[config.mk]
export PLATFORM = sky130hd
export DESIGN_NAME = control
export DESIGN_NICKNAME = d
export VERILOG_FILES = /design/src/wiscPkg.sv /design/src/control.sv
export SDC_FILE = /design/constraint.sdc
export NUM_CORES = 1
export LEC_CHECK = 0
export BUFFER_PORTS_ARGS = -buffer_cell sky130_fd_sc_hd__buf_2
export CAP_MARGIN = 20
export CORE_AREA = 2 2 39 41
export DETAILED_ROUTE_END_ITERATION = 8
export DIE_AREA = 0 0 41 43
export GPL_ROUTABILITY_DRIVEN = 0
export PLACE_DENSITY = 0.62
export SLEW_MARGIN = 10
export SYNTH_ARGS = -nofsm -noshare
export SYNTH_HDL_FRONTEND = slang
export SYNTH_SLANG_ARGS = --single-unit
[constraint.sdc]
create_clock -name vclk -period 0.9
set_clock_uncertainty 0.05 [all_clocks]
set_input_delay 0.09 -clock vclk [all_inputs]
set_output_delay 0.09 -clock vclk [all_outputs]
set_load 0.02 [all_outputs]
[src/wiscPkg.sv]
// Shared opcodes, control-field encodings and the instruction-word union
package wiscPkg;

    localparam int DataWidth = 16;                 // Machine word size

    // Special and control-flow opcodes
    localparam logic [4:0] opHalt  = 5'b00000;
    localparam logic [4:0] opNop   = 5'b00001;
    localparam logic [4:0] opSiic  = 5'b00010;     // No exception state, acts as NOP
    localparam logic [4:0] opRti   = 5'b00011;     // Likewise a NOP
    localparam logic [4:0] opJ     = 5'b00100;
    localparam logic [4:0] opJr    = 5'b00101;
    localparam logic [4:0] opJal   = 5'b00110;
    localparam logic [4:0] opJalr  = 5'b00111;
    localparam logic [4:0] opBeqz  = 5'b01100;
    localparam logic [4:0] opBnez  = 5'b01101;
    localparam logic [4:0] opBltz  = 5'b01110;
    localparam logic [4:0] opBgez  = 5'b01111;
    localparam logic [4:0] opSt    = 5'b10000;
    localparam logic [4:0] opLd    = 5'b10001;
    localparam logic [4:0] opSlbi  = 5'b10010;
    localparam logic [4:0] opStu   = 5'b10011;
    localparam logic [4:0] opLbi   = 5'b11000;

    // ALU opcodes, passed through by the decoder
    localparam logic [4:0] opAddi  = 5'b01000;
    localparam logic [4:0] opSubi  = 5'b01001;
    localparam logic [4:0] opXori  = 5'b01010;
    localparam logic [4:0] opAndni = 5'b01011;
    localparam logic [4:0] opRoli  = 5'b10100;
    localparam logic [4:0] opSlli  = 5'b10101;
    localparam logic [4:0] opRori  = 5'b10110;
    localparam logic [4:0] opSrli  = 5'b10111;
    localparam logic [4:0] opBtr   = 5'b11001;
    localparam logic [4:0] opShiftR = 5'b11010;    // ROL/SLL/ROR/SRL by func
    localparam logic [4:0] opArithR = 5'b11011;    // ADD/SUB/XOR/ANDN by func
    localparam logic [4:0] opSeq   = 5'b11100;
    localparam logic [4:0] opSlt   = 5'b11101;
    localparam logic [4:0] opSle   = 5'b11110;
    localparam logic [4:0] opSco   = 5'b11111;

    // R-format function codes, same order as the I-format low opcode bits
    localparam logic [1:0] fnAdd = 2'b00;
    localparam logic [1:0] fnSub = 2'b01;
    localparam logic [1:0] fnXor = 2'b10;
    localparam logic [1:0] fnAndn = 2'b11;
    localparam logic [1:0] fnRol = 2'b00;
    localparam logic [1:0] fnSll = 2'b01;
    localparam logic [1:0] fnRor = 2'b10;
    localparam logic [1:0] fnSrl = 2'b11;

    typedef logic [1:0] destSel_t;
    localparam destSel_t destRs  = 2'b00;
    localparam destSel_t destRdR = 2'b01;
    localparam destSel_t destR7  = 2'b10;
    localparam destSel_t destRdI = 2'b11;

    typedef logic [2:0] immSel_t;                  // {sign, size}, size 00:5 01:8 10:11
    localparam immSel_t immZ5  = 3'b000;
    localparam immSel_t immS5  = 3'b100;
    localparam immSel_t immZ8  = 3'b001;
    localparam immSel_t immS8  = 3'b101;
    localparam immSel_t immS11 = 3'b110;

    typedef logic [1:0] linkSel_t;
    localparam linkSel_t linkNone = 2'b00;
    localparam linkSel_t linkLbi  = 2'b01;
    localparam linkSel_t linkPc   = 2'b10;          // Write PC + 2 to R7

    typedef union packed {
        struct packed {
            logic [4:0] opcode;
            logic [2:0] rs, rt, rd;
            logic [1:0] func;
        } rFmt;
        struct packed {
            logic [4:0] opcode;
            logic [2:0] rs, rd;
            logic [4:0] imm;
        } i1Fmt;
        struct packed {
            logic [4:0] opcode;
            logic [2:0] rs;
            logic [7:0] imm;
        } i2Fmt;
        struct packed {
            logic [4:0]  opcode;
            logic [10:0] disp;
        } jFmt;
    } instrWord_t;

endpackage

[src/control.sv]
// Opcode decoder driving every datapath select and enable
module control import wiscPkg::*; (
    input  logic [4:0] opcode,
    output logic       regWrite,       // Register file write
    output destSel_t   destRegSel,     // Destination field select
    output logic       pcSel,          // PC + 2 + imm for J/JAL
    output logic       regJmp,         // PC from Rs + imm
    output logic       memEnable,      // Data memory access
    output logic       memWr,          // Data memory write
    output logic [4:0] aluCntrl,       // Operation code for the ALU
    output logic       val2Reg,        // Write back memory data
    output logic       aluSel,         // Operand B is the immediate
    output immSel_t    immSel,
    output logic       halt,
    output linkSel_t   linkReg,
    output logic       branch,         // Conditional zero-test branch
    output logic       illegalOp
);

    always_comb begin
        // Safe defaults, nothing written
        regWrite   = 1'b0;
        destRegSel = destRdI;
        pcSel      = 1'b0;
        regJmp     = 1'b0;
        memEnable  = 1'b0;
        memWr      = 1'b0;
        aluCntrl   = opcode;           // Pass opcode through
        val2Reg    = 1'b0;
        aluSel     = 1'b1;
        immSel     = immS5;
        halt       = 1'b0;
        linkReg    = linkNone;
        branch     = 1'b0;
        illegalOp  = 1'b0;

        casez (opcode)
            5'b000??: begin
                case (opcode)
                    opHalt: halt = 1'b1;
                    opNop, opSiic, opRti: halt = 1'b0;
                    default: illegalOp = 1'b1;
                endcase
            end
            5'b010??, 5'b101??: begin                   // I-format 1 arithmetic and shifts
                regWrite = 1'b1;
                immSel   = opcode[1] ? immZ5 : immS5;   // XORI/ANDNI/RORI/SRLI zero extend
            end
            5'b100??: begin
                if (opcode == opSlbi) begin
                    regWrite   = 1'b1;
                    destRegSel = destRs;
                    immSel     = immZ8;
                end else begin                          // ST, LD, STU address Rs + imm
                    aluCntrl   = opAddi;
                    memEnable  = 1'b1;
                    memWr      = (opcode != opLd);
                    regWrite   = (opcode != opSt);
                    val2Reg    = (opcode == opLd);
                    destRegSel = (opcode == opStu) ? destRs : destRdI;  // STU updates base
                end
            end
            5'b11000: begin                             // LBI
                regWrite   = 1'b1;
                destRegSel = destRs;
                immSel     = immS8;
                linkReg    = linkLbi;
            end
            5'b11001, 5'b1101?, 5'b111??: begin         // R-format group
                regWrite   = 1'b1;
                destRegSel = destRdR;
                aluSel     = 1'b0;                      // Operand B from Rt
                immSel     = immZ5;
            end
            5'b011??: begin                             // BEQZ/BNEZ/BLTZ/BGEZ
                branch = 1'b1;
                immSel = immS8;
            end
            5'b001??: begin                             // J, JR, JAL, JALR
                aluCntrl   = opAddi;                    // Rs + imm target for JR/JALR
                destRegSel = destR7;
                regJmp     = opcode[0];
                pcSel      = !opcode[0];
                immSel     = opcode[0] ? immS8 : immS11;
                if (opcode == opJal || opcode == opJalr) begin
                    regWrite = 1'b1;
                    linkReg  = linkPc;
                end
            end
            default: illegalOp = 1'b1;
        endcase
    end

endmodule

==> reports/metrics.csv <==
metric;value;unit
yosys.area.top_type;nor2_1;
syn_inst;52;
critPathMaxFanout;7;
cp-start-kind;input port;
n_clock_buffer;0;
rsz0062_at_grt;true;
antenna_cells;0;
required;760;ps
min_path_type;in -> out;
min_to;halt;
worst_ep_arrival_time;880;ps
holdPathStages;4;
area_delta_synth_final;189;%
overflow;0;
powerDensity;537;mW/mm^2
ff_latch_area;0;sq um
grt_pass1_vias;474;
drive_above_1_share;80.9;%
start_util;23.6;%
initialDrtViolationCount;10;
io_buffers;26;
yosys-top-cells-area;nor2_1 (11%), nor2b_1 (7.7%), buf_6 (6.9%), nor4_4 (6.5%), buf_2 (6.1%);
final_cell_mix;buf_6 (21), buf_4 (14), buf_12 (6);
yosysSeqAreaShare;0;%
synthDistinctLibCells;30;
path_class;in -> out;
grt_pass1_wl;2050;um
wl_per_cell;12.9;um
leakagePower;0.414;nW
pin_count;27;
finalCritPeriodShare;114;%
coreArea;0.00138;sq mm
slew_viol_final;0;
worstHoldStart;opcode[0];
synth_fp_nets;57;
netlist_area;327;sq um
dr.pass1.iters;3;
maxCapViolCount;0;
hold_slack;495;ps
fin_util;68.2;%
violations;negative setup slack;
final_common_cell;buf_6;
cp-end-kind;primary output;
die_area;0.00176;sq mm
num-nets-final;96;
max-vdd-ir-drop;0.000324;V
rows;14;
hold_viol;0;
cts_hold_buf;0;
setup_violations;17;
via_per_inst;4.90;
fp.dieW;41;um
drc;0;
clock.fmax;978;MHz
antenna_found_initial;0;
grt_max_degree;12;
synth.avg_cell_area;6.28;sq um
drt_wl_total;1360;um
detail-route-antenna-nets;0;
layout_setup_ws;-122;ps
grt_usage;15.6;%
design.seq.count;0;
period_minus_slack;1020;ps
num_vias;515;
nFillCells;96;
multi_input_area;432;sq um
hpwl;872;um
yosysTopAreaCellShare;11.5;%
yosysWarnings;0;
die_y;43;um
outcome;finished with violations;
Yosys cell counts:
master,instances
xnor2_1,1
and3_1,1
a32o_1,1
o21ai_1,1
nor2b_2,1
nor3_1,1
buf_2,4
a22oi_1,1
nor4_4,1
o311ai_1,1
and2_1,1
or3_4,1
o31ai_1,1
nor4_1,2
o21ai_0,4
inv_1,1
buf_6,2
nor2_1,10
a21oi_1,1
conb_1,1
buf_4,1
a21o_1,1
o21a_1,1
nand2_1,3
nor3_2,1
inv_2,1
nor2b_1,4
nand2b_1,1
a211oi_1,1
o31a_1,1
power by group:
group | internal [mW] | total, mW | switching (mW)
clock | 0 | 0 | 0
combinational | 0.260 | 0.506 | 0.247
sequential | 0 | 0 | 0
how the worst max path moves through the flow:
stage               startpoint          end  slack (ps)  depth (start not counted)
global placement     opcode[2]     regWrite        -190                          5
finish               opcode[2]     regWrite        -120                          5
floorplan            opcode[1]  aluCntrl[3]        -120                          4
CTS                  opcode[3]         halt        -120                          4
detailed placement   opcode[2]     regWrite        -210                          5
global route         opcode[3]         halt        -140                          4
worst max-delay path, stage by stage:
cell and delay (ps):
buf_12 110, nor2b_4 140, and2_2 220, a211oi_4 170, buf_6 150
final cells by class:
| class | count | area share (%) |
|---|---|---|
| multi-input cells | 43 | 45.8 |
| well taps | 16 | 2.12 |
| inverters | 2 | 1.59 |
| repair buffers | 44 | 50.5 |
routing by layer:
| layer | vias to the layer above | GRT usage, % | wire length (um) |
|---|---|---|---|
| li1 | 253 | - | - |
| met1 | 239 | 22.4 | 613 |
| met2 | 19 | 25.6 | 642 |
| met3 | 4 | 0 | 58 |
| met4 | 0 | 2.67 | 42 |
| met5 | - | 0 | 0 |
logic make-up (layout without fill, tap and decap cells):
kind of cell | after synthesis | after routing | share of synthesized area [%]
other | 1 | 1 | 1.15
AND/OR/NAND/NOR | 27 | 27 | 49.4
AO/OA/AOI/OAI | 14 | 14 | 29.1
buffers and inverters | 9 | 46 | 17.6
XOR/XNOR | 1 | 1 | 2.68
metrics by stage:
step	cell area, sq um	setup WS [ps]	std cells	total power, mW	TNS [ps]
floorplan	427	-125	52	0.242	-620
global placement	636	-188	102	0.344	-2280
detailed placement	636	-207	102	0.346	-2600
CTS	882	-119	105	0.472	-937
global route	943	-138	105	0.535	-1450
finish	943	-122	105	0.506	-924
timing repair:
action / CTS / global route
buffers inserted: 3 / 0
gates cloned: 0 / 0
gates resized for setup: 61 / 14
endpoints found under the setup margin: 19 / 21
pin swaps: 10 / 5
Power figures use the tool's default switching activity.
