File: src/wiscPkg.sv
// Shared opcodes, control-field encodings and the instruction-word union
package wiscPkg;

    localparam int DataWidth = 16;                 // Machine word size

    // Special and control-flow opcodes
    localparam logic [4:0] opHalt  = 5'b00000;
    localparam logic [4:0] opNop   = 5'b00001;
    localparam logic [4:0] opSiic  = 5'b00010;     // No exception state, acts as NOP
    localparam logic [4:0] opRti   = 5'b00011;     // Likewise a NOP
    localparam logic [4:0] opJ     = 5'b00100;
    localparam logic [4:0] opJr    = 5'b00101;
    localparam logic [4:0] opJal   = 5'b00110;
    localparam logic [4:0] opJalr  = 5'b00111;
    localparam logic [4:0] opBeqz  = 5'b01100;
    localparam logic [4:0] opBnez  = 5'b01101;
    localparam logic [4:0] opBltz  = 5'b01110;
    localparam logic [4:0] opBgez  = 5'b01111;
    localparam logic [4:0] opSt    = 5'b10000;
    localparam logic [4:0] opLd    = 5'b10001;
    localparam logic [4:0] opSlbi  = 5'b10010;
    localparam logic [4:0] opStu   = 5'b10011;
    localparam logic [4:0] opLbi   = 5'b11000;

    // ALU opcodes, passed through by the decoder
    localparam logic [4:0] opAddi  = 5'b01000;
    localparam logic [4:0] opSubi  = 5'b01001;
    localparam logic [4:0] opXori  = 5'b01010;
    localparam logic [4:0] opAndni = 5'b01011;
    localparam logic [4:0] opRoli  = 5'b10100;
    localparam logic [4:0] opSlli  = 5'b10101;
    localparam logic [4:0] opRori  = 5'b10110;
    localparam logic [4:0] opSrli  = 5'b10111;
    localparam logic [4:0] opBtr   = 5'b11001;
    localparam logic [4:0] opShiftR = 5'b11010;    // ROL/SLL/ROR/SRL by func
    localparam logic [4:0] opArithR = 5'b11011;    // ADD/SUB/XOR/ANDN by func
    localparam logic [4:0] opSeq   = 5'b11100;
    localparam logic [4:0] opSlt   = 5'b11101;
    localparam logic [4:0] opSle   = 5'b11110;
    localparam logic [4:0] opSco   = 5'b11111;

    // R-format function codes, same order as the I-format low opcode bits
    localparam logic [1:0] fnAdd = 2'b00;
    localparam logic [1:0] fnSub = 2'b01;
    localparam logic [1:0] fnXor = 2'b10;
    localparam logic [1:0] fnAndn = 2'b11;
    localparam logic [1:0] fnRol = 2'b00;
    localparam logic [1:0] fnSll = 2'b01;
    localparam logic [1:0] fnRor = 2'b10;
    localparam logic [1:0] fnSrl = 2'b11;

    typedef logic [1:0] destSel_t;
    localparam destSel_t destRs  = 2'b00;
    localparam destSel_t destRdR = 2'b01;
    localparam destSel_t destR7  = 2'b10;
    localparam destSel_t destRdI = 2'b11;

    typedef logic [2:0] immSel_t;                  // {sign, size}, size 00:5 01:8 10:11
    localparam immSel_t immZ5  = 3'b000;
    localparam immSel_t immS5  = 3'b100;
    localparam immSel_t immZ8  = 3'b001;
    localparam immSel_t immS8  = 3'b101;
    localparam immSel_t immS11 = 3'b110;

    typedef logic [1:0] linkSel_t;
    localparam linkSel_t linkNone = 2'b00;
    localparam linkSel_t linkLbi  = 2'b01;
    localparam linkSel_t linkPc   = 2'b10;          // Write PC + 2 to R7

    typedef union packed {
        struct packed {
            logic [4:0] opcode;
            logic [2:0] rs, rt, rd;
            logic [1:0] func;
        } rFmt;
        struct packed {
            logic [4:0] opcode;
            logic [2:0] rs, rd;
            logic [4:0] imm;
        } i1Fmt;
        struct packed {
            logic [4:0] opcode;
            logic [2:0] rs;
            logic [7:0] imm;
        } i2Fmt;
        struct packed {
            logic [4:0]  opcode;
            logic [10:0] disp;
        } jFmt;
    } instrWord_t;

endpackage

File: src/immExtend.sv
// Immediate extractor with zero or sign extension of 5-, 8- and 11-bit fields
module immExtend import wiscPkg::*; (
    input  instrWord_t           instr,
    input  immSel_t              immSel,
    output logic [DataWidth-1:0] imm
);

    logic signExt;                     // Sign requested

    assign signExt = immSel[2];

    always_comb begin
        case (immSel[1:0])
            2'b00: begin
                imm = {{(DataWidth-5){signExt & instr.i1Fmt.imm[4]}}, instr.i1Fmt.imm};
            end
            2'b01: begin
                imm = {{(DataWidth-8){signExt & instr.i2Fmt.imm[7]}}, instr.i2Fmt.imm};
            end
            default: begin             // 11-bit jump displacement
                imm = {{(DataWidth-11){signExt & instr.jFmt.disp[10]}}, instr.jFmt.disp};
            end
        endcase
    end

endmodule

File: config.mk
export PLATFORM = sky130hd
export DESIGN_NAME = immExtend
export DESIGN_NICKNAME = d
export VERILOG_FILES = /design/src/wiscPkg.sv /design/src/immExtend.sv
export SDC_FILE = /design/constraint.sdc
export NUM_CORES = 1
export LEC_CHECK = 0
export BUFFER_PORTS_ARGS = -buffer_cell sky130_fd_sc_hd__buf_2
export CORE_AREA = 5 5 42 44
export DETAILED_ROUTE_END_ITERATION = 16
export DIE_AREA = 0 0 47 49
export PLACE_DENSITY = 0.51
export SETUP_SLACK_MARGIN = 0.15
export SLEW_MARGIN = 0
export SYNTH_ARGS = -nofsm -noshare
export SYNTH_HDL_FRONTEND = slang
export SYNTH_SLANG_ARGS = --single-unit
export TNS_END_PERCENT = 50
File: constraint.sdc
create_clock -name vclk -period 2.2
set_clock_uncertainty 0.05 [all_clocks]
set_input_delay 0 -clock vclk [all_inputs]
set_output_delay 0 -clock vclk [all_outputs]
set_load 0.01 [all_outputs]
==> results of run 1 <==
-- per-stage QoR --
step / utilization (%) / area, µm² / total power [mW] / instances / setup WS, ns
after floorplan: - / 179 / 0.0413 / 29 / 1.30
after global placement: 16.9 / 236 / 0.0519 / 57 / 1.31
after detailed placement: 16.9 / 236 / 0.0530 / 57 / 1.29
after CTS: 19.7 / 277 / 0.0615 / 61 / 1.29
after global routing: 19.7 / 277 / 0.0675 / 61 / 1.18
final: 19.7 / 277 / 0.0599 / 61 / 1.32
-- cells in the final DEF (no fill, tap or decap), drive strengths merged --
| master | n |
|---|---|
| buf | 22 |
| o21ai | 6 |
| nand2 | 6 |
| dlygate4sd3 | 4 |
| inv | 2 |
| nand4bb | 1 |
| mux2i | 1 |
| nand2b | 1 |
| nor2b | 1 |
| a211oi | 1 |
-- worst paths after layout --
check                  to       from  depth (start not counted)  slack, ns
setup / recovery  imm[14]  immSel[0]                          4       1.32
hold / removal     imm[4]   instr[4]                          2       0.17
-- cells by family after synthesis --
logic type	Yosys count	share of synthesized area (%)
AO/OA/AOI/OAI	7	23.8
buffers and inverters	12	44.8
multiplexers	1	5.59
AND/OR/NAND/NOR	9	25.9
-- repair_timing --
action / 4_1_cts / 5_1_grt
hold buffers: 4 / 0
resized for setup: 0 / 0
hold endpoints to repair: 4 / 0
-- area by class of cell --
class	instances	area, µm²	share of cell area [%]
Timing Repair Buffer	26	150	54.3
Multi-Input combinational cell	17	98.8	35.7
Inverter	2	7.51	2.71
Tap cell	16	20.0	7.24
-- per-layer routing --
| layer | vias up | routed length, µm | GRT usage, % |
|---|---|---|---|
| li1 | 118 | - | - |
| met1 | 94 | 236 | 6.52 |
| met2 | 22 | 255 | 9.50 |
| met3 | 0 | 105 | 0.738 |
| met4 | 0 | 0 | 0 |
| met5 | - | 0 | 0 |
-- power by group --
group          total (mW)  internal, mW  switching, mW
Combinational      0.0599        0.0283         0.0316
Sequential              0             0              0
Clock                   0             0              0
Total              0.0599        0.0283         0.0316
-- critical path, delay by kind of cell --
family	cells	cell delay [ns]
compound gates	1	0.33
buf+inv	2	0.32
mux	1	0.18
==> run metrics, run 1 <==
outcome finished clean; synth-to-layout area growth 54.5%; n_diodes 0; first-pass GRT wire length a little under 1000 µm; grt total ovfl 0; clk_buf instances 0; Detailed Place HPWL 472 µm; Slew HR between 70% and 80%; setup TNS 0 ns; top cells by count, synth 9 x buf_4, 6 x nand2_1, 6 x o21ai_0; Hold WS 0.175 ns; largest cells by area after synthesis buf_4 38%, o21ai_0 17%, nand2_1 13%, a211oi_2 7.0%, nand4bb_1 6.3%; vias in the first global route 240; fin nets 66; Lkg Pwr roughly 0.16 nW; # DRC 0; Hold/Removal Path Class primary input to output pin; PD cells between 200 and 250 nW/µm²; syn nets between 40 and 50; Worst setup SP type primary input; Yosys cell types 10; WL final about 600 µm; via count 234; Fill cells 174; CP Data Arrival Time 0.83 ns; register area 0 µm²; Core ar. 1400 µm²; final number of setup-violating endpoints 0; crit-path cells buf_2, mux2i_1, a211oi_2, buf_2; Die Area roughly 2300 µm²; most common cell in the synthesized netlist buf_4; Seq/Total Area, Yosys 0%; FP Rows 14; Worst Path Class, Setup primary input to output pin; Worst path slowest cell a211oi_2; Tcrit/Tclk final roughly two fifths; post-synth top area share between 30% and 40%; CP max stage delay between 0.3 and 0.4 ns; largest net degree at the start of global routing 11; 1st-pass router iterations 2; DRT antenna net count 0; Max Slew Vio Count 0; Routability Congestion 0.627; DIE HEIGHT between 40 and 50 µm; layout cell share with drive strength beyond 1 between 50% and 60%; Worst Setup End Kind output pin; Synth Cell Area 179 µm²; sequential cell count 0; I/O pin count 35; final number of hold-violating endpoints 0; vias per cell 3.84; Die Width between 40 and 50 µm; Avg Synthesized Cell Area slightly above 6 µm²; CP max FO 5; Worst EP required about 2.2 ns; Gate Count Post-Synth 29; Max Freq roughly 1100 MHz; RSZ-0062 raised after global routing no; Max-cap violations 0; DR iter-0 viols 2; Worst Tran Pin Value 0.348 ns; Worst VDD drop 0.0000457 V; Yosys warnings 0; minimum clock period slightly below 0.9 ns; initial antenna violation count 0; total track usage just over 5%; Yosys top cell by area buf_4; Initial Util ~13%; port bufs 22; crit-path most repeated cell buf_2; DR WL/cell approximately 10 µm; post-CTS setup buffer count 0
Power figures use the tool's default switching activity.
==> run 2, diff against run 1 <==
--- a/config.mk
+++ b/config.mk
@@ -9,7 +9,7 @@
 export CORE_AREA = 5 5 42 44
 export DETAILED_ROUTE_END_ITERATION = 16
 export DIE_AREA = 0 0 47 49
-export PLACE_DENSITY = 0.51
+export PLACE_DENSITY = 0.53
 export SETUP_SLACK_MARGIN = 0.15
 export SLEW_MARGIN = 0
 export SYNTH_ARGS = -nofsm -noshare
==> constraint.sdc (replaced) <==
create_clock -name vclk -period 0.8
set_clock_uncertainty 0.05 [all_clocks]
set_input_delay 0 -clock vclk [all_inputs]
set_output_delay 0 -clock vclk [all_outputs]
set_load 0.01 [all_outputs]
==> run 2 against run 1 <==
Effect of this change:
- highest routed layer unchanged
- hold slack worse by 0.012 ns
- critical path type unchanged
- via count increased by 1.7%
- largest cell class unchanged
- design area rose by 19%
==> run metrics, run 2 (synthesis results as in run 1) <==
layout cell share with drive strength beyond 1 between 50% and 60%; Power Total approximately 0.2 mW; DP Cell Count between 50 and 60; pre-CTS setup slack -0.0429 ns; largest net degree at the start of global routing 11; final number of setup-violating endpoints 0; Worst setup SP type primary input; most frequent cells in the layout 20 x buf_2, 6 x o21ai_0, 6 x nand2_1; Detailed Place HPWL approximately 470 µm; outcome finished clean; Hold/Removal Path Class primary input to output pin; clk_buf instances 0; 1st-pass router iterations 1; setup TNS 0 ns; Core ar. 1400 µm²; Sw Share 49.7%; Slew HR roughly 86%; Worst Tran Pin Value ~0.21 ns; Worst Setup End Kind output pin; total track usage roughly 5.3%; minimum clock period between 0.7 and 0.8 ns; setup slack after layout between 0.015 and 0.02 ns; RSZ-0062 raised after global routing yes; n_diodes 0; Final Cell Area around 330 µm²; Worst Path Class, Setup primary input to output pin; DR iter-0 viols 0; first-pass GRT wire length ~1000 µm; Routability Congestion roughly 0.58; sequential power share 0%; Hold WS 0.163 ns; area of placed instances around 260 µm²; FP Rows 14; P_sw 0.0990 mW; PD cells around 600 nW/µm²; Initial Util 12.8%; via count roughly 240; CP max FO 5; Max-cap violations 0; initial antenna violation count 0; WL final between 600 and 700 µm; I/O pin count 35; synth-to-layout area growth 83.9%; Max Freq between 1000 and 1500 MHz; final design utilization between 20% and 30%; vias in the first global route around 230; Die Width 47 µm; DRT antenna net count 0; fin nets 67; # DRC 0; final std cells w/o fill between 60 and 70; DR WL/cell 10.1 µm; most common cell after layout, fill and taps aside buf_2; area of the multi-input gates between 100 and 150 µm²; post-CTS setup buffer count 0; vias per cell ~3.8; cell internal pwr 0.100 mW; Clock power frac 0%; Die Area about 2300 µm²; Worst EP required between 0.7 and 0.8 ns; register area 0 µm²; sequential cell count 0; Lkg Pwr 0.195 nW; Comb pwr share 100.0%; Tcrit/Tclk final 97.6%; Fill cells 164; Worst VDD drop ~0.00021 V; port bufs 22; Max Slew Vio Count 0; DIE HEIGHT 49 µm; grt total ovfl 0; final number of hold-violating endpoints 0; CP Data Arrival Time around 0.73 ns
==> run 2: routing by layer <==
layer,global-route usage [%],up-vias,wire (µm)
li1,-,120,-
met1,7.83,97,246
met2,9.05,21,289
met3,0,0,90
met4,0,0,0
met5,0,-,0
==> run 2: timing repair <==
action                                  CTS  global route
resized for setup                         4             3
hold endpoints to repair                  4             0
pin swaps                                 1             0
endpoints found under the setup margin   11            13
hold buffers                              4             0
==> run 2: power groups by stage <==
stage	Combinational [mW]	Sequential (mW)	Clock, mW
2_1_floorplan	0.129	0	0
3_3_place_gp	0.162	0	0
3_5_place_dp	0.163	0	0
4_1_cts	0.198	0	0
5_1_grt	0.217	0	0
6_report	0.199	0	0
==> run 2: worst max-delay path, stage by stage <==
cell and delay (ns):
buf_8 0.10, mux2i_4 0.19, a211oi_4 0.26, buf_2 0.18
==> run 2: cell type report <==
type / instances / share of cell area (%)
Timing Repair Buffer: 27 / 53.2
Multi-Input combinational cell: 17 / 38.4
Tap cell: 16 / 6.08
Inverter: 2 / 2.28
==> run 2: path summary, 6_finish.rpt <==
| check | startpoint | end | slack [ns] | cells after the start |
|---|---|---|---|---|
| hold / removal | instr[3] | imm[3] | 0.16 | 1 |
| setup / recovery | immSel[0] | imm[14] | 0.02 | 4 |
