===== src/wiscPkg.sv =====
// Shared opcodes, control-field encodings and the instruction-word union
package wiscPkg;

    localparam int DataWidth = 16;                 // Machine word size

    // Special and control-flow opcodes
    localparam logic [4:0] opHalt  = 5'b00000;
    localparam logic [4:0] opNop   = 5'b00001;
    localparam logic [4:0] opSiic  = 5'b00010;     // No exception state, acts as NOP
    localparam logic [4:0] opRti   = 5'b00011;     // Likewise a NOP
    localparam logic [4:0] opJ     = 5'b00100;
    localparam logic [4:0] opJr    = 5'b00101;
    localparam logic [4:0] opJal   = 5'b00110;
    localparam logic [4:0] opJalr  = 5'b00111;
    localparam logic [4:0] opBeqz  = 5'b01100;
    localparam logic [4:0] opBnez  = 5'b01101;
    localparam logic [4:0] opBltz  = 5'b01110;
    localparam logic [4:0] opBgez  = 5'b01111;
    localparam logic [4:0] opSt    = 5'b10000;
    localparam logic [4:0] opLd    = 5'b10001;
    localparam logic [4:0] opSlbi  = 5'b10010;
    localparam logic [4:0] opStu   = 5'b10011;
    localparam logic [4:0] opLbi   = 5'b11000;

    // ALU opcodes, passed through by the decoder
    localparam logic [4:0] opAddi  = 5'b01000;
    localparam logic [4:0] opSubi  = 5'b01001;
    localparam logic [4:0] opXori  = 5'b01010;
    localparam logic [4:0] opAndni = 5'b01011;
    localparam logic [4:0] opRoli  = 5'b10100;
    localparam logic [4:0] opSlli  = 5'b10101;
    localparam logic [4:0] opRori  = 5'b10110;
    localparam logic [4:0] opSrli  = 5'b10111;
    localparam logic [4:0] opBtr   = 5'b11001;
    localparam logic [4:0] opShiftR = 5'b11010;    // ROL/SLL/ROR/SRL by func
    localparam logic [4:0] opArithR = 5'b11011;    // ADD/SUB/XOR/ANDN by func
    localparam logic [4:0] opSeq   = 5'b11100;
    localparam logic [4:0] opSlt   = 5'b11101;
    localparam logic [4:0] opSle   = 5'b11110;
    localparam logic [4:0] opSco   = 5'b11111;

    // R-format function codes, same order as the I-format low opcode bits
    localparam logic [1:0] fnAdd = 2'b00;
    localparam logic [1:0] fnSub = 2'b01;
    localparam logic [1:0] fnXor = 2'b10;
    localparam logic [1:0] fnAndn = 2'b11;
    localparam logic [1:0] fnRol = 2'b00;
    localparam logic [1:0] fnSll = 2'b01;
    localparam logic [1:0] fnRor = 2'b10;
    localparam logic [1:0] fnSrl = 2'b11;

    typedef logic [1:0] destSel_t;
    localparam destSel_t destRs  = 2'b00;
    localparam destSel_t destRdR = 2'b01;
    localparam destSel_t destR7  = 2'b10;
    localparam destSel_t destRdI = 2'b11;

    typedef logic [2:0] immSel_t;                  // {sign, size}, size 00:5 01:8 10:11
    localparam immSel_t immZ5  = 3'b000;
    localparam immSel_t immS5  = 3'b100;
    localparam immSel_t immZ8  = 3'b001;
    localparam immSel_t immS8  = 3'b101;
    localparam immSel_t immS11 = 3'b110;

    typedef logic [1:0] linkSel_t;
    localparam linkSel_t linkNone = 2'b00;
    localparam linkSel_t linkLbi  = 2'b01;
    localparam linkSel_t linkPc   = 2'b10;          // Write PC + 2 to R7

    typedef union packed {
        struct packed {
            logic [4:0] opcode;
            logic [2:0] rs, rt, rd;
            logic [1:0] func;
        } rFmt;
        struct packed {
            logic [4:0] opcode;
            logic [2:0] rs, rd;
            logic [4:0] imm;
        } i1Fmt;
        struct packed {
            logic [4:0] opcode;
            logic [2:0] rs;
            logic [7:0] imm;
        } i2Fmt;
        struct packed {
            logic [4:0]  opcode;
            logic [10:0] disp;
        } jFmt;
    } instrWord_t;

endpackage


===== src/regFile.sv =====
// Register file with eight words, two combinational reads and one write
module regFile import wiscPkg::*; (
    input  logic                 clk,
    input  logic                 rstN,
    input  logic [2:0]           rdAddrA,     // Rs field
    input  logic [2:0]           rdAddrB,     // Rt or I-format Rd field
    input  logic                 wrEn,
    input  logic [2:0]           wrAddr,
    input  logic [DataWidth-1:0] wrData,
    output logic [DataWidth-1:0] rdDataA,
    output logic [DataWidth-1:0] rdDataB
);

    logic [DataWidth-1:0] regs [8];

    always_ff @(posedge clk or negedge rstN) begin
        if (!rstN) begin
            for (int i = 0; i < 8; i++) begin
                regs[i] <= '0;
            end
        end else if (wrEn) begin
            regs[wrAddr] <= wrData;
        end
    end

    assign rdDataA = regs[rdAddrA];    // Old value until the edge
    assign rdDataB = regs[rdAddrB];

endmodule


===== config.mk =====
export PLATFORM = sky130hd
export DESIGN_NAME = regFile
export DESIGN_NICKNAME = d
export VERILOG_FILES = /design/src/wiscPkg.sv /design/src/regFile.sv
export SDC_FILE = /design/constraint.sdc
export NUM_CORES = 1
export LEC_CHECK = 0
export ABC_CLOCK_PERIOD_IN_PS = 2310
export BUFFER_PORTS_ARGS = -buffer_cell sky130_fd_sc_hd__buf_2
export CORE_UTILIZATION = 55
export DETAILED_ROUTE_END_ITERATION = 7
export PLACE_DENSITY_LB_ADDON = 0.2
export SLEW_MARGIN = 15
export SYNTH_ARGS = -nofsm -noshare
export SYNTH_HDL_FRONTEND = slang
export SYNTH_SLANG_ARGS = --single-unit

===== constraint.sdc =====
create_clock -name clk -period 2.31 [get_ports clk]
set_input_delay 0.462 -clock clk [delete_from_list [all_inputs] [get_ports clk]]
set_output_delay 0.462 -clock clk [all_outputs]
set_load 0.1 [all_outputs]

==> results of run 1 <==
[cell usage in the layout, fill, tap and decap left out, drive strengths merged]
master / Yosys / final
bufinv: 0 / 3
clkbuf: 5 / 21
clkinv: 0 / 6
clkinvlp: 0 / 3
nor4b: 1 / 1
and4bb: 1 / 1
nand4b: 3 / 3
nor4bb: 2 / 2
buf: 28 / 83
nand4: 1 / 1
dfrtp: 128 / 128
mux4: 64 / 64
mux2: 160 / 160
[layer usage]
| metal | up-vias | GRT usage, % | routed length [µm] |
|---|---|---|---|
| met4 | 0 | 10.1 | 299 |
| met1 | 2174 | 33.7 | 6970 |
| met2 | 129 | 43.9 | 7930 |
| li1 | 1761 | - | - |
| met5 | - | 0 | 0 |
| met3 | 27 | 5.32 | 676 |
[final cells by class]
cell class	instances	area, µm²	share of cell area (%)
clock buffers	19	443	5.20
clock inverters	12	143	1.68
multi-input cells	232	3580	42.1
flip-flops and latches	128	3200	37.6
well taps	168	210	2.47
repair buffers	85	930	10.9
[worst max-delay path by stage]
stage	startpoint	end	slack, ns	cells past startpoint
after floorplan	rdAddrA[0]	rdDataA[2]	0.12	4
after global placement	rdAddrB[0]	rdDataB[13]	-0.14	5
after detailed placement	rdAddrA[0]	rdDataA[2]	-0.17	5
after CTS	regs[103]	rdDataB[7]	-0.007	3
after global routing	rdAddrA[0]	rdDataA[1]	-0.04	5
final	rdAddrA[0]	rdDataA[1]	0.009	5
[per-stage QoR]
step / total power, mW / setup slack (ns) / TNS [ns]
2_1_floorplan: 5.41 / 0.119 / 0
6_report: 8.98 / 0.00884 / 0
4_1_cts: 8.89 / -0.00747 / -0.00747
3_5_place_dp: 5.97 / -0.172 / -3.60
5_1_grt: 9.31 / -0.0374 / -0.0511
3_3_place_gp: 5.87 / -0.135 / -3.21
[kinds of logic (layout without fill, tap and decap cells)]
kind of cell / after synthesis / after routing / share of synthesized area [%]
mux: 224 / 224 / 49.3
flops: 128 / 128 / 45.8
buf+inv: 33 / 116 / 3.29
simple gates: 8 / 8 / 1.63
[repair_timing]
action / CTS / global route
setup endpoints to repair: 32 / 19
cloned: 1 / 2
gates resized for setup: 72 / 27
hold endpoints to repair: 0 / 0
pin swaps: 0 / 0
[power breakdown]
part           internal (mW)  leakage [nW]  switching, mW
Sequential              2.74          1.54          0.349
Clock                   1.70         0.284          0.949
Combinational           1.39          1.90           1.85
Total                   5.83          3.72           3.14
[critical path: stages]
cell and delay [ns]:
buf_6 0.14, buf_12 0.16, mux4_1 0.56, mux2_2 0.31, buf_6 0.19
==> report_table.html, run 1 <==
<table>
<tr><th>Metric</th><th>Value</th></tr>
<tr><th colspan="2">Status</th></tr>
<tr><td>Outcome</td><td>complete, no violations</td></tr>
<tr><th colspan="2">Pwr</th></tr>
<tr><td>Maximum resistive drop on vdd</td><td>between 0.0006 and 0.0007 V</td></tr>
<tr><td>Power Density</td><td>approximately 1100 nW/µm²</td></tr>
<tr><td>Total leakage power</td><td>3.72 nW</td></tr>
<tr><th colspan="2">Drt</th></tr>
<tr><td>Count of unresolved DRC violations after routing</td><td>0</td></tr>
<tr><td>TritonRoute pass-1 iters</td><td>5</td></tr>
<tr><td>Via count of the routed design</td><td>a little over 4000</td></tr>
<tr><td>Final antenna-violating net count</td><td>0</td></tr>
<tr><td>Detail-routed net length per standard cell</td><td>between 20 and 25 µm</td></tr>
<tr><td>Via-per-instance ratio</td><td>~6.4</td></tr>
<tr><td>DRT iter0 DRCs</td><td>228</td></tr>
<tr><td>Sum of routed wire length over all layers</td><td>roughly 16000 µm</td></tr>
<tr><th colspan="2">Synthesis</th></tr>
<tr><td>Synthesized area</td><td>7000 µm²</td></tr>
<tr><td>Flip-flop and latch count after synthesis</td><td>between 100 and 150</td></tr>
<tr><td>Most used DFF post-synth</td><td>dfrtp_1</td></tr>
<tr><td>Library cell with the largest summed area after synthesis</td><td>dfrtp_1</td></tr>
<tr><td>Cell with the most instances after synthesis</td><td>mux2_2</td></tr>
<tr><td>Top cell type's share of synthesized area</td><td>between 40 and 50%</td></tr>
<tr><td>Post-synth cell types</td><td>15</td></tr>
<tr><td>Net count after synthesis</td><td>about 420</td></tr>
<tr><td>Warnings from Yosys</td><td>0</td></tr>
<tr><td>Top area cells in the synthesized netlist</td><td>dfrtp_1 (46%), mux2_2 (26%), mux4_1 (21%), mux4_2 (2.6%), buf_6 (1.6%)</td></tr>
<tr><td>Post-synth EDFFs</td><td>0</td></tr>
<tr><td>Synth async-reset ratio</td><td>between 90% and 100%</td></tr>
<tr><td>Leading post-synthesis cells by instance count</td><td>mux2_2 (160), dfrtp_1 (128), mux4_1 (56)</td></tr>
<tr><td>Synth Area per Inst</td><td>17.8 µm²</td></tr>
<tr><td>Synth Instances</td><td>~400</td></tr>
<tr><td>Share of synthesized area occupied by flip-flops and latches</td><td>approximately 46%</td></tr>
<tr><th colspan="2">Layout</th></tr>
<tr><td>Cell area after layout</td><td>approximately 8500 µm²</td></tr>
<tr><td>Antenna Diode Count</td><td>0</td></tr>
<tr><td>Final-layout fill cell count</td><td>between 800 and 900</td></tr>
<tr><td>Largest registers ranked by flip-flop count</td><td>regs: 128 flops</td></tr>
<tr><td>Share of layout cells above drive strength 1</td><td>a little over three fifths</td></tr>
<tr><td>Final instance count without filler cells</td><td>644</td></tr>
<tr><td>Post-layout net count</td><td>approximately 490</td></tr>
<tr><td>Flip-flop count of the largest register after layout</td><td>128</td></tr>
<tr><td>Area overhead of the layout relative to synthesis</td><td>21.6%</td></tr>
<tr><td>Final core utilization</td><td>between 60% and 70%</td></tr>
<tr><td>Top reg by flops</td><td>regs</td></tr>
<tr><th colspan="2">GRT</th></tr>
<tr><td>Maximum number of pins on one net before global-route repair</td><td>46</td></tr>
<tr><td>Number of antenna violations at the first check in global routing</td><td>0</td></tr>
<tr><td>Grt total ovfl</td><td>0</td></tr>
<tr><td>Number of global-route vias before repair</td><td>around 4400</td></tr>
<tr><td>Overall track demand over capacity in global routing</td><td>a little over a quarter</td></tr>
<tr><td>Global-route wire length before repair</td><td>24400 µm</td></tr>
<tr><th colspan="2">Worst setup path</th></tr>
<tr><td>Worst EP required</td><td>around 1.9 ns</td></tr>
<tr><td>CP startpoint kind</td><td>input pin</td></tr>
<tr><td>CP endpoint kind</td><td>primary output</td></tr>
<tr><td>Register-to-register setup slack</td><td>around 1.5 ns</td></tr>
<tr><td>Worst reg2reg path depth</td><td>1</td></tr>
<tr><td>Arrival time at the worst endpoint</td><td>1.84 ns</td></tr>
<tr><td>Worst reg2reg path startpoint</td><td>regs[13]</td></tr>
<tr><td>Endpoint of the lowest-slack register-to-register path</td><td>regs[13]</td></tr>
<tr><td>Critical path start-end classification</td><td>in2out</td></tr>
<tr><td>Largest fanout of any net on the critical path</td><td>10</td></tr>
<tr><th colspan="2">STA</th></tr>
<tr><td>Maximum achievable frequency</td><td>about 0.43 GHz</td></tr>
<tr><td>Final max-slew violation count</td><td>0</td></tr>
<tr><td>Unrepaired setup endpoints after global routing</td><td>true</td></tr>
<tr><td>Max-slew headroom</td><td>about two fifths</td></tr>
<tr><td>Share of the clock period used by the worst path after layout</td><td>about 100%</td></tr>
<tr><td>Layout Skew</td><td>0 ns</td></tr>
<tr><td>Final number of setup-violating endpoints</td><td>0</td></tr>
<tr><td>Post-route minimum period</td><td>about 2.3 ns</td></tr>
<tr><td>Tightest hold margin</td><td>approximately 0.038 ns</td></tr>
<tr><td>Count of endpoints failing hold in the final timing report</td><td>0</td></tr>
<tr><td>Transition time at the pin with the least slew margin</td><td>~0.87 ns</td></tr>
<tr><th colspan="2">Placement</th></tr>
<tr><td>Cell Count Post-Placement</td><td>slightly above 600</td></tr>
<tr><td>Placement Cell Area</td><td>roughly 7600 µm²</td></tr>
<tr><td>Routability congestion estimate</td><td>approximately 0.7</td></tr>
<tr><td>Estimated wirelength of the detail-placed design</td><td>~9400 µm</td></tr>
<tr><td>Count of buffers from port buffering</td><td>roughly 60</td></tr>
<tr><th colspan="2">Job</th></tr>
<tr><td>Max-cap check violation count</td><td>0</td></tr>
<tr><th colspan="2">Die</th></tr>
<tr><td>Die extent in y</td><td>between 100 and 150 µm</td></tr>
<tr><td>Die Footprint</td><td>between 10000 and 15000 µm²</td></tr>
<tr><td>Core Rows</td><td>40</td></tr>
<tr><td>Core Footprint</td><td>approximately 12000 µm²</td></tr>
<tr><td>Die Span X</td><td>roughly 110 µm</td></tr>
<tr><td>IO Pins</td><td>60</td></tr>
<tr><td>Initial Util</td><td>between 50% and 60%</td></tr>
<tr><th colspan="2">Min path</th></tr>
<tr><td>Classification of the worst-slack hold path</td><td>in2async</td></tr>
<tr><th colspan="2">CTS</th></tr>
<tr><td>CTS HTree Levels</td><td>4</td></tr>
<tr><td>Number of buffers inserted to repair setup after CTS</td><td>0</td></tr>
<tr><td>Clock sink count</td><td>about 130</td></tr>
<tr><td>Clock Latency Late Sink</td><td>approximately 0.42 ns</td></tr>
<tr><td>Num CTS Buffers</td><td>17</td></tr>
<tr><td>TritonCTS clock tree</td><td>yes</td></tr>
<tr><td>Clock transition at the registers of the reported paths</td><td>0.06 ns</td></tr>
<tr><td>CTS root buf</td><td>clkbuf_16</td></tr>
<tr><td>Number of buffers on the longest clock path</td><td>2</td></tr>
<tr><td>Count of hold-fix buffers inserted at cts</td><td>0</td></tr>
</table>
No activity file was read; power rests on OpenSTA's default activity.
==> run 2: changes to the inputs <==
--- a/config.mk
+++ b/config.mk
@@ -9,6 +9,7 @@
 export BUFFER_PORTS_ARGS = -buffer_cell sky130_fd_sc_hd__buf_2
 export CORE_UTILIZATION = 55
 export DETAILED_ROUTE_END_ITERATION = 7
+export HOLD_SLACK_MARGIN = 0.15
 export PLACE_DENSITY_LB_ADDON = 0.2
 export SLEW_MARGIN = 15
 export SYNTH_ARGS = -nofsm -noshare
==> report_table.html, run 2 (synthesis gave the netlist of run 1 again) <==
<table>
<tr><th>Metric</th><th>Value</th></tr>
<tr><th colspan="2">Status</th></tr>
<tr><td>Outcome</td><td>complete, no violations</td></tr>
<tr><th colspan="2">GRT</th></tr>
<tr><td>Global-route wire length before repair</td><td>24400 µm (about the same)</td></tr>
<tr><td>Overall track demand over capacity in global routing</td><td>26.1% (about the same)</td></tr>
<tr><td>Maximum number of pins on one net before global-route repair</td><td>46 (unchanged)</td></tr>
<tr><td>Grt total ovfl</td><td>0 (unchanged)</td></tr>
<tr><td>Number of antenna violations at the first check in global routing</td><td>0 (unchanged)</td></tr>
<tr><td>Number of global-route vias before repair</td><td>4382 (+0.14%)</td></tr>
<tr><th colspan="2">Drt</th></tr>
<tr><td>Count of unresolved DRC violations after routing</td><td>0 (unchanged)</td></tr>
<tr><td>Via count of the routed design</td><td>4057 (-0.83%)</td></tr>
<tr><td>Final antenna-violating net count</td><td>0 (unchanged)</td></tr>
<tr><td>TritonRoute pass-1 iters</td><td>4 (-1)</td></tr>
<tr><td>Via-per-instance ratio</td><td>6.29 (-0.98%)</td></tr>
<tr><td>Sum of routed wire length over all layers</td><td>15800 µm (-0.22%)</td></tr>
<tr><td>DRT iter0 DRCs</td><td>231 (+1.3%)</td></tr>
<tr><td>Detail-routed net length per standard cell</td><td>24.6 µm (-0.38%)</td></tr>
<tr><th colspan="2">STA</th></tr>
<tr><td>Transition time at the pin with the least slew margin</td><td>0.868 ns (+0.000915 ns)</td></tr>
<tr><td>Max-slew headroom</td><td>41.9% (-0.061 points)</td></tr>
<tr><td>Layout Skew</td><td>0 ns (unchanged)</td></tr>
<tr><td>Tightest hold margin</td><td>0.370 ns (+0.332 ns)</td></tr>
<tr><td>Final number of setup-violating endpoints</td><td>0 (unchanged)</td></tr>
<tr><td>Post-route minimum period</td><td>2.30 ns (+0.00101 ns)</td></tr>
<tr><td>Count of endpoints failing hold in the final timing report</td><td>0 (unchanged)</td></tr>
<tr><td>Final max-slew violation count</td><td>0 (unchanged)</td></tr>
<tr><td>Slack of the critical path</td><td>0.00783 ns (-0.00101 ns)</td></tr>
<tr><td>Unrepaired setup endpoints after global routing</td><td>true</td></tr>
<tr><td>Share of the clock period used by the worst path after layout</td><td>99.7% (about the same)</td></tr>
<tr><td>Maximum achievable frequency</td><td>0.434 GHz (about the same)</td></tr>
<tr><th colspan="2">Layout</th></tr>
<tr><td>Top reg by flops</td><td>regs</td></tr>
<tr><td>Area overhead of the layout relative to synthesis</td><td>21.7%</td></tr>
<tr><td>Flip-flop count of the largest register after layout</td><td>128 (unchanged)</td></tr>
<tr><td>Largest registers ranked by flip-flop count</td><td>regs: 128 flops</td></tr>
<tr><td>Share of layout cells above drive strength 1</td><td>62.5% (-0.13 points)</td></tr>
<tr><td>Most common library cell in the layout ignoring fill and taps</td><td>mux2_2</td></tr>
<tr><td>Final-layout fill cell count</td><td>816 (+0.37%)</td></tr>
<tr><td>Post-layout net count</td><td>493 (+0.20%)</td></tr>
<tr><td>Most frequent cells in the layout</td><td>mux2_2 (157), dfrtp_1 (128), mux4_1 (49)</td></tr>
<tr><td>Antenna Diode Count</td><td>0 (unchanged)</td></tr>
<tr><th colspan="2">Job</th></tr>
<tr><td>Max-cap check violation count</td><td>0 (unchanged)</td></tr>
<tr><th colspan="2">CTS</th></tr>
<tr><td>CTS root buf</td><td>clkbuf_16</td></tr>
<tr><td>Clock Latency Late Sink</td><td>0.42 ns (about the same)</td></tr>
<tr><td>Clock transition at the registers of the reported paths</td><td>0.06 ns (about the same)</td></tr>
<tr><td>Number of buffers inserted to repair setup after CTS</td><td>0 (unchanged)</td></tr>
<tr><td>TritonCTS clock tree</td><td>yes</td></tr>
<tr><td>Num CTS Buffers</td><td>17 (unchanged)</td></tr>
<tr><td>CTS HTree Levels</td><td>4 (unchanged)</td></tr>
<tr><td>Number of buffers on the longest clock path</td><td>2 (unchanged)</td></tr>
<tr><td>Clock sink count</td><td>128 (unchanged)</td></tr>
<tr><th colspan="2">Worst setup path</th></tr>
<tr><td>Arrival time at the worst endpoint</td><td>1.84 ns (about the same)</td></tr>
<tr><td>Largest fanout of any net on the critical path</td><td>10 (unchanged)</td></tr>
<tr><td>Critical path start-end classification</td><td>in2out</td></tr>
<tr><td>CP endpoint kind</td><td>primary output</td></tr>
<tr><td>CP startpoint kind</td><td>input pin</td></tr>
<tr><td>Worst EP required</td><td>1.85 ns (about the same)</td></tr>
<tr><th colspan="2">Placement</th></tr>
<tr><td>Estimated wirelength of the detail-placed design</td><td>9420 µm (unchanged)</td></tr>
<tr><td>Count of buffers from port buffering</td><td>59 (unchanged)</td></tr>
<tr><td>Placement Setup Slack</td><td>-0.172 ns (unchanged)</td></tr>
<tr><td>Routability congestion estimate</td><td>0.721 (unchanged)</td></tr>
<tr><th colspan="2">Die</th></tr>
<tr><td>Initial Util</td><td>57.3% (unchanged)</td></tr>
<tr><td>Die extent in y</td><td>115 µm (unchanged)</td></tr>
<tr><td>Core Footprint</td><td>12200 µm² (unchanged)</td></tr>
<tr><td>Die Footprint</td><td>13200 µm² (unchanged)</td></tr>
<tr><td>IO Pins</td><td>60 (unchanged)</td></tr>
<tr><td>Die Span X</td><td>115 µm (unchanged)</td></tr>
<tr><td>Core Rows</td><td>40 (unchanged)</td></tr>
<tr><th colspan="2">Pwr</th></tr>
<tr><td>Power Density</td><td>1050 nW/µm² (-0.17%)</td></tr>
<tr><td>Maximum resistive drop on vdd</td><td>0.000610 V (-0.49%)</td></tr>
<tr><td>Total leakage power</td><td>3.72 nW (+0.11%)</td></tr>
<tr><th colspan="2">Min path</th></tr>
<tr><td>Classification of the worst-slack hold path</td><td>in2reg</td></tr>
</table>
## run 2: cell count changes in the layout (fill, tap and decap cells not counted)
| cell | before | now |
|---|---|---|
| dlygate4sd3_1 | 0 | 1 |
## run 2: final cells by class
class	instances	area, µm²	area share [%]
clock inverter	12	143	1.67
multi-input combinational	232	3580	42.0
sequential	128	3200	37.6
timing repair buffer	86	940	11.0
clock buffer	19	443	5.20
tap	168	210	2.47
## run 2: path summary, 6_finish.rpt
check | startpoint | endpoint | slack, ns | depth (start not counted)
setup / recovery | rdAddrA[0] | rdDataA[1] | 0.008 | 5
hold / removal | wrData[8] | regs[104] | 0.37 | 2
setup reg to reg | regs[13] | regs[13] | 1.50 | 1
hold reg to reg | regs[78] | regs[78] | 0.52 | 1
max in group asynchronous | rstN | regs[118] | 0.98 | 3
min in group asynchronous | rstN | regs[12] | 0.58 | 2
## run 2: power breakdown
group / switching [mW] / total [mW] / internal, mW
logic: 1.84 / 3.23 / 1.39
registers: 0.349 / 3.09 / 2.74
clock network: 0.946 / 2.65 / 1.70
total: 3.14 / 8.97 / 5.83
## run 2: what timing repair did
action / in CTS / in global routing
endpoints found under the hold margin: 40 / 0
setup endpoints to repair: 32 / 19
cloned: 1 / 2
resized for setup: 72 / 27
hold buffers: 1 / 0
pin swaps: 0 / 0
## run 2: metrics by stage
stage | util (%) | cells | instance area [µm²] | TNS [ns] | power, mW
floorplan | - | 393 | 7000 | 0 | 5.41
global placement | 62.0 | 610 | 7570 | -3.21 | 5.87
detailed placement | 62.0 | 610 | 7570 | -3.60 | 5.97
CTS | 68.9 | 643 | 8410 | -0.00747 | 8.89
global route | 69.8 | 645 | 8520 | -0.0511 | 9.31
finish | 69.8 | 645 | 8520 | 0 | 8.97
## run 2: worst max-delay path: stages
cell and delay (ns):
buf_6 0.15, buf_12 0.16, mux4_1 0.56, mux2_2 0.31, buf_6 0.19
## run 2: metal layers
layer	part of all wire (%)	GRT usage, %	up-vias
met2	51	44.0	125
met1	43	33.7	2147
li1	-	-	1762
met4	1.7	10.1	0
met3	4.3	5.32	23
met5	0	0	-
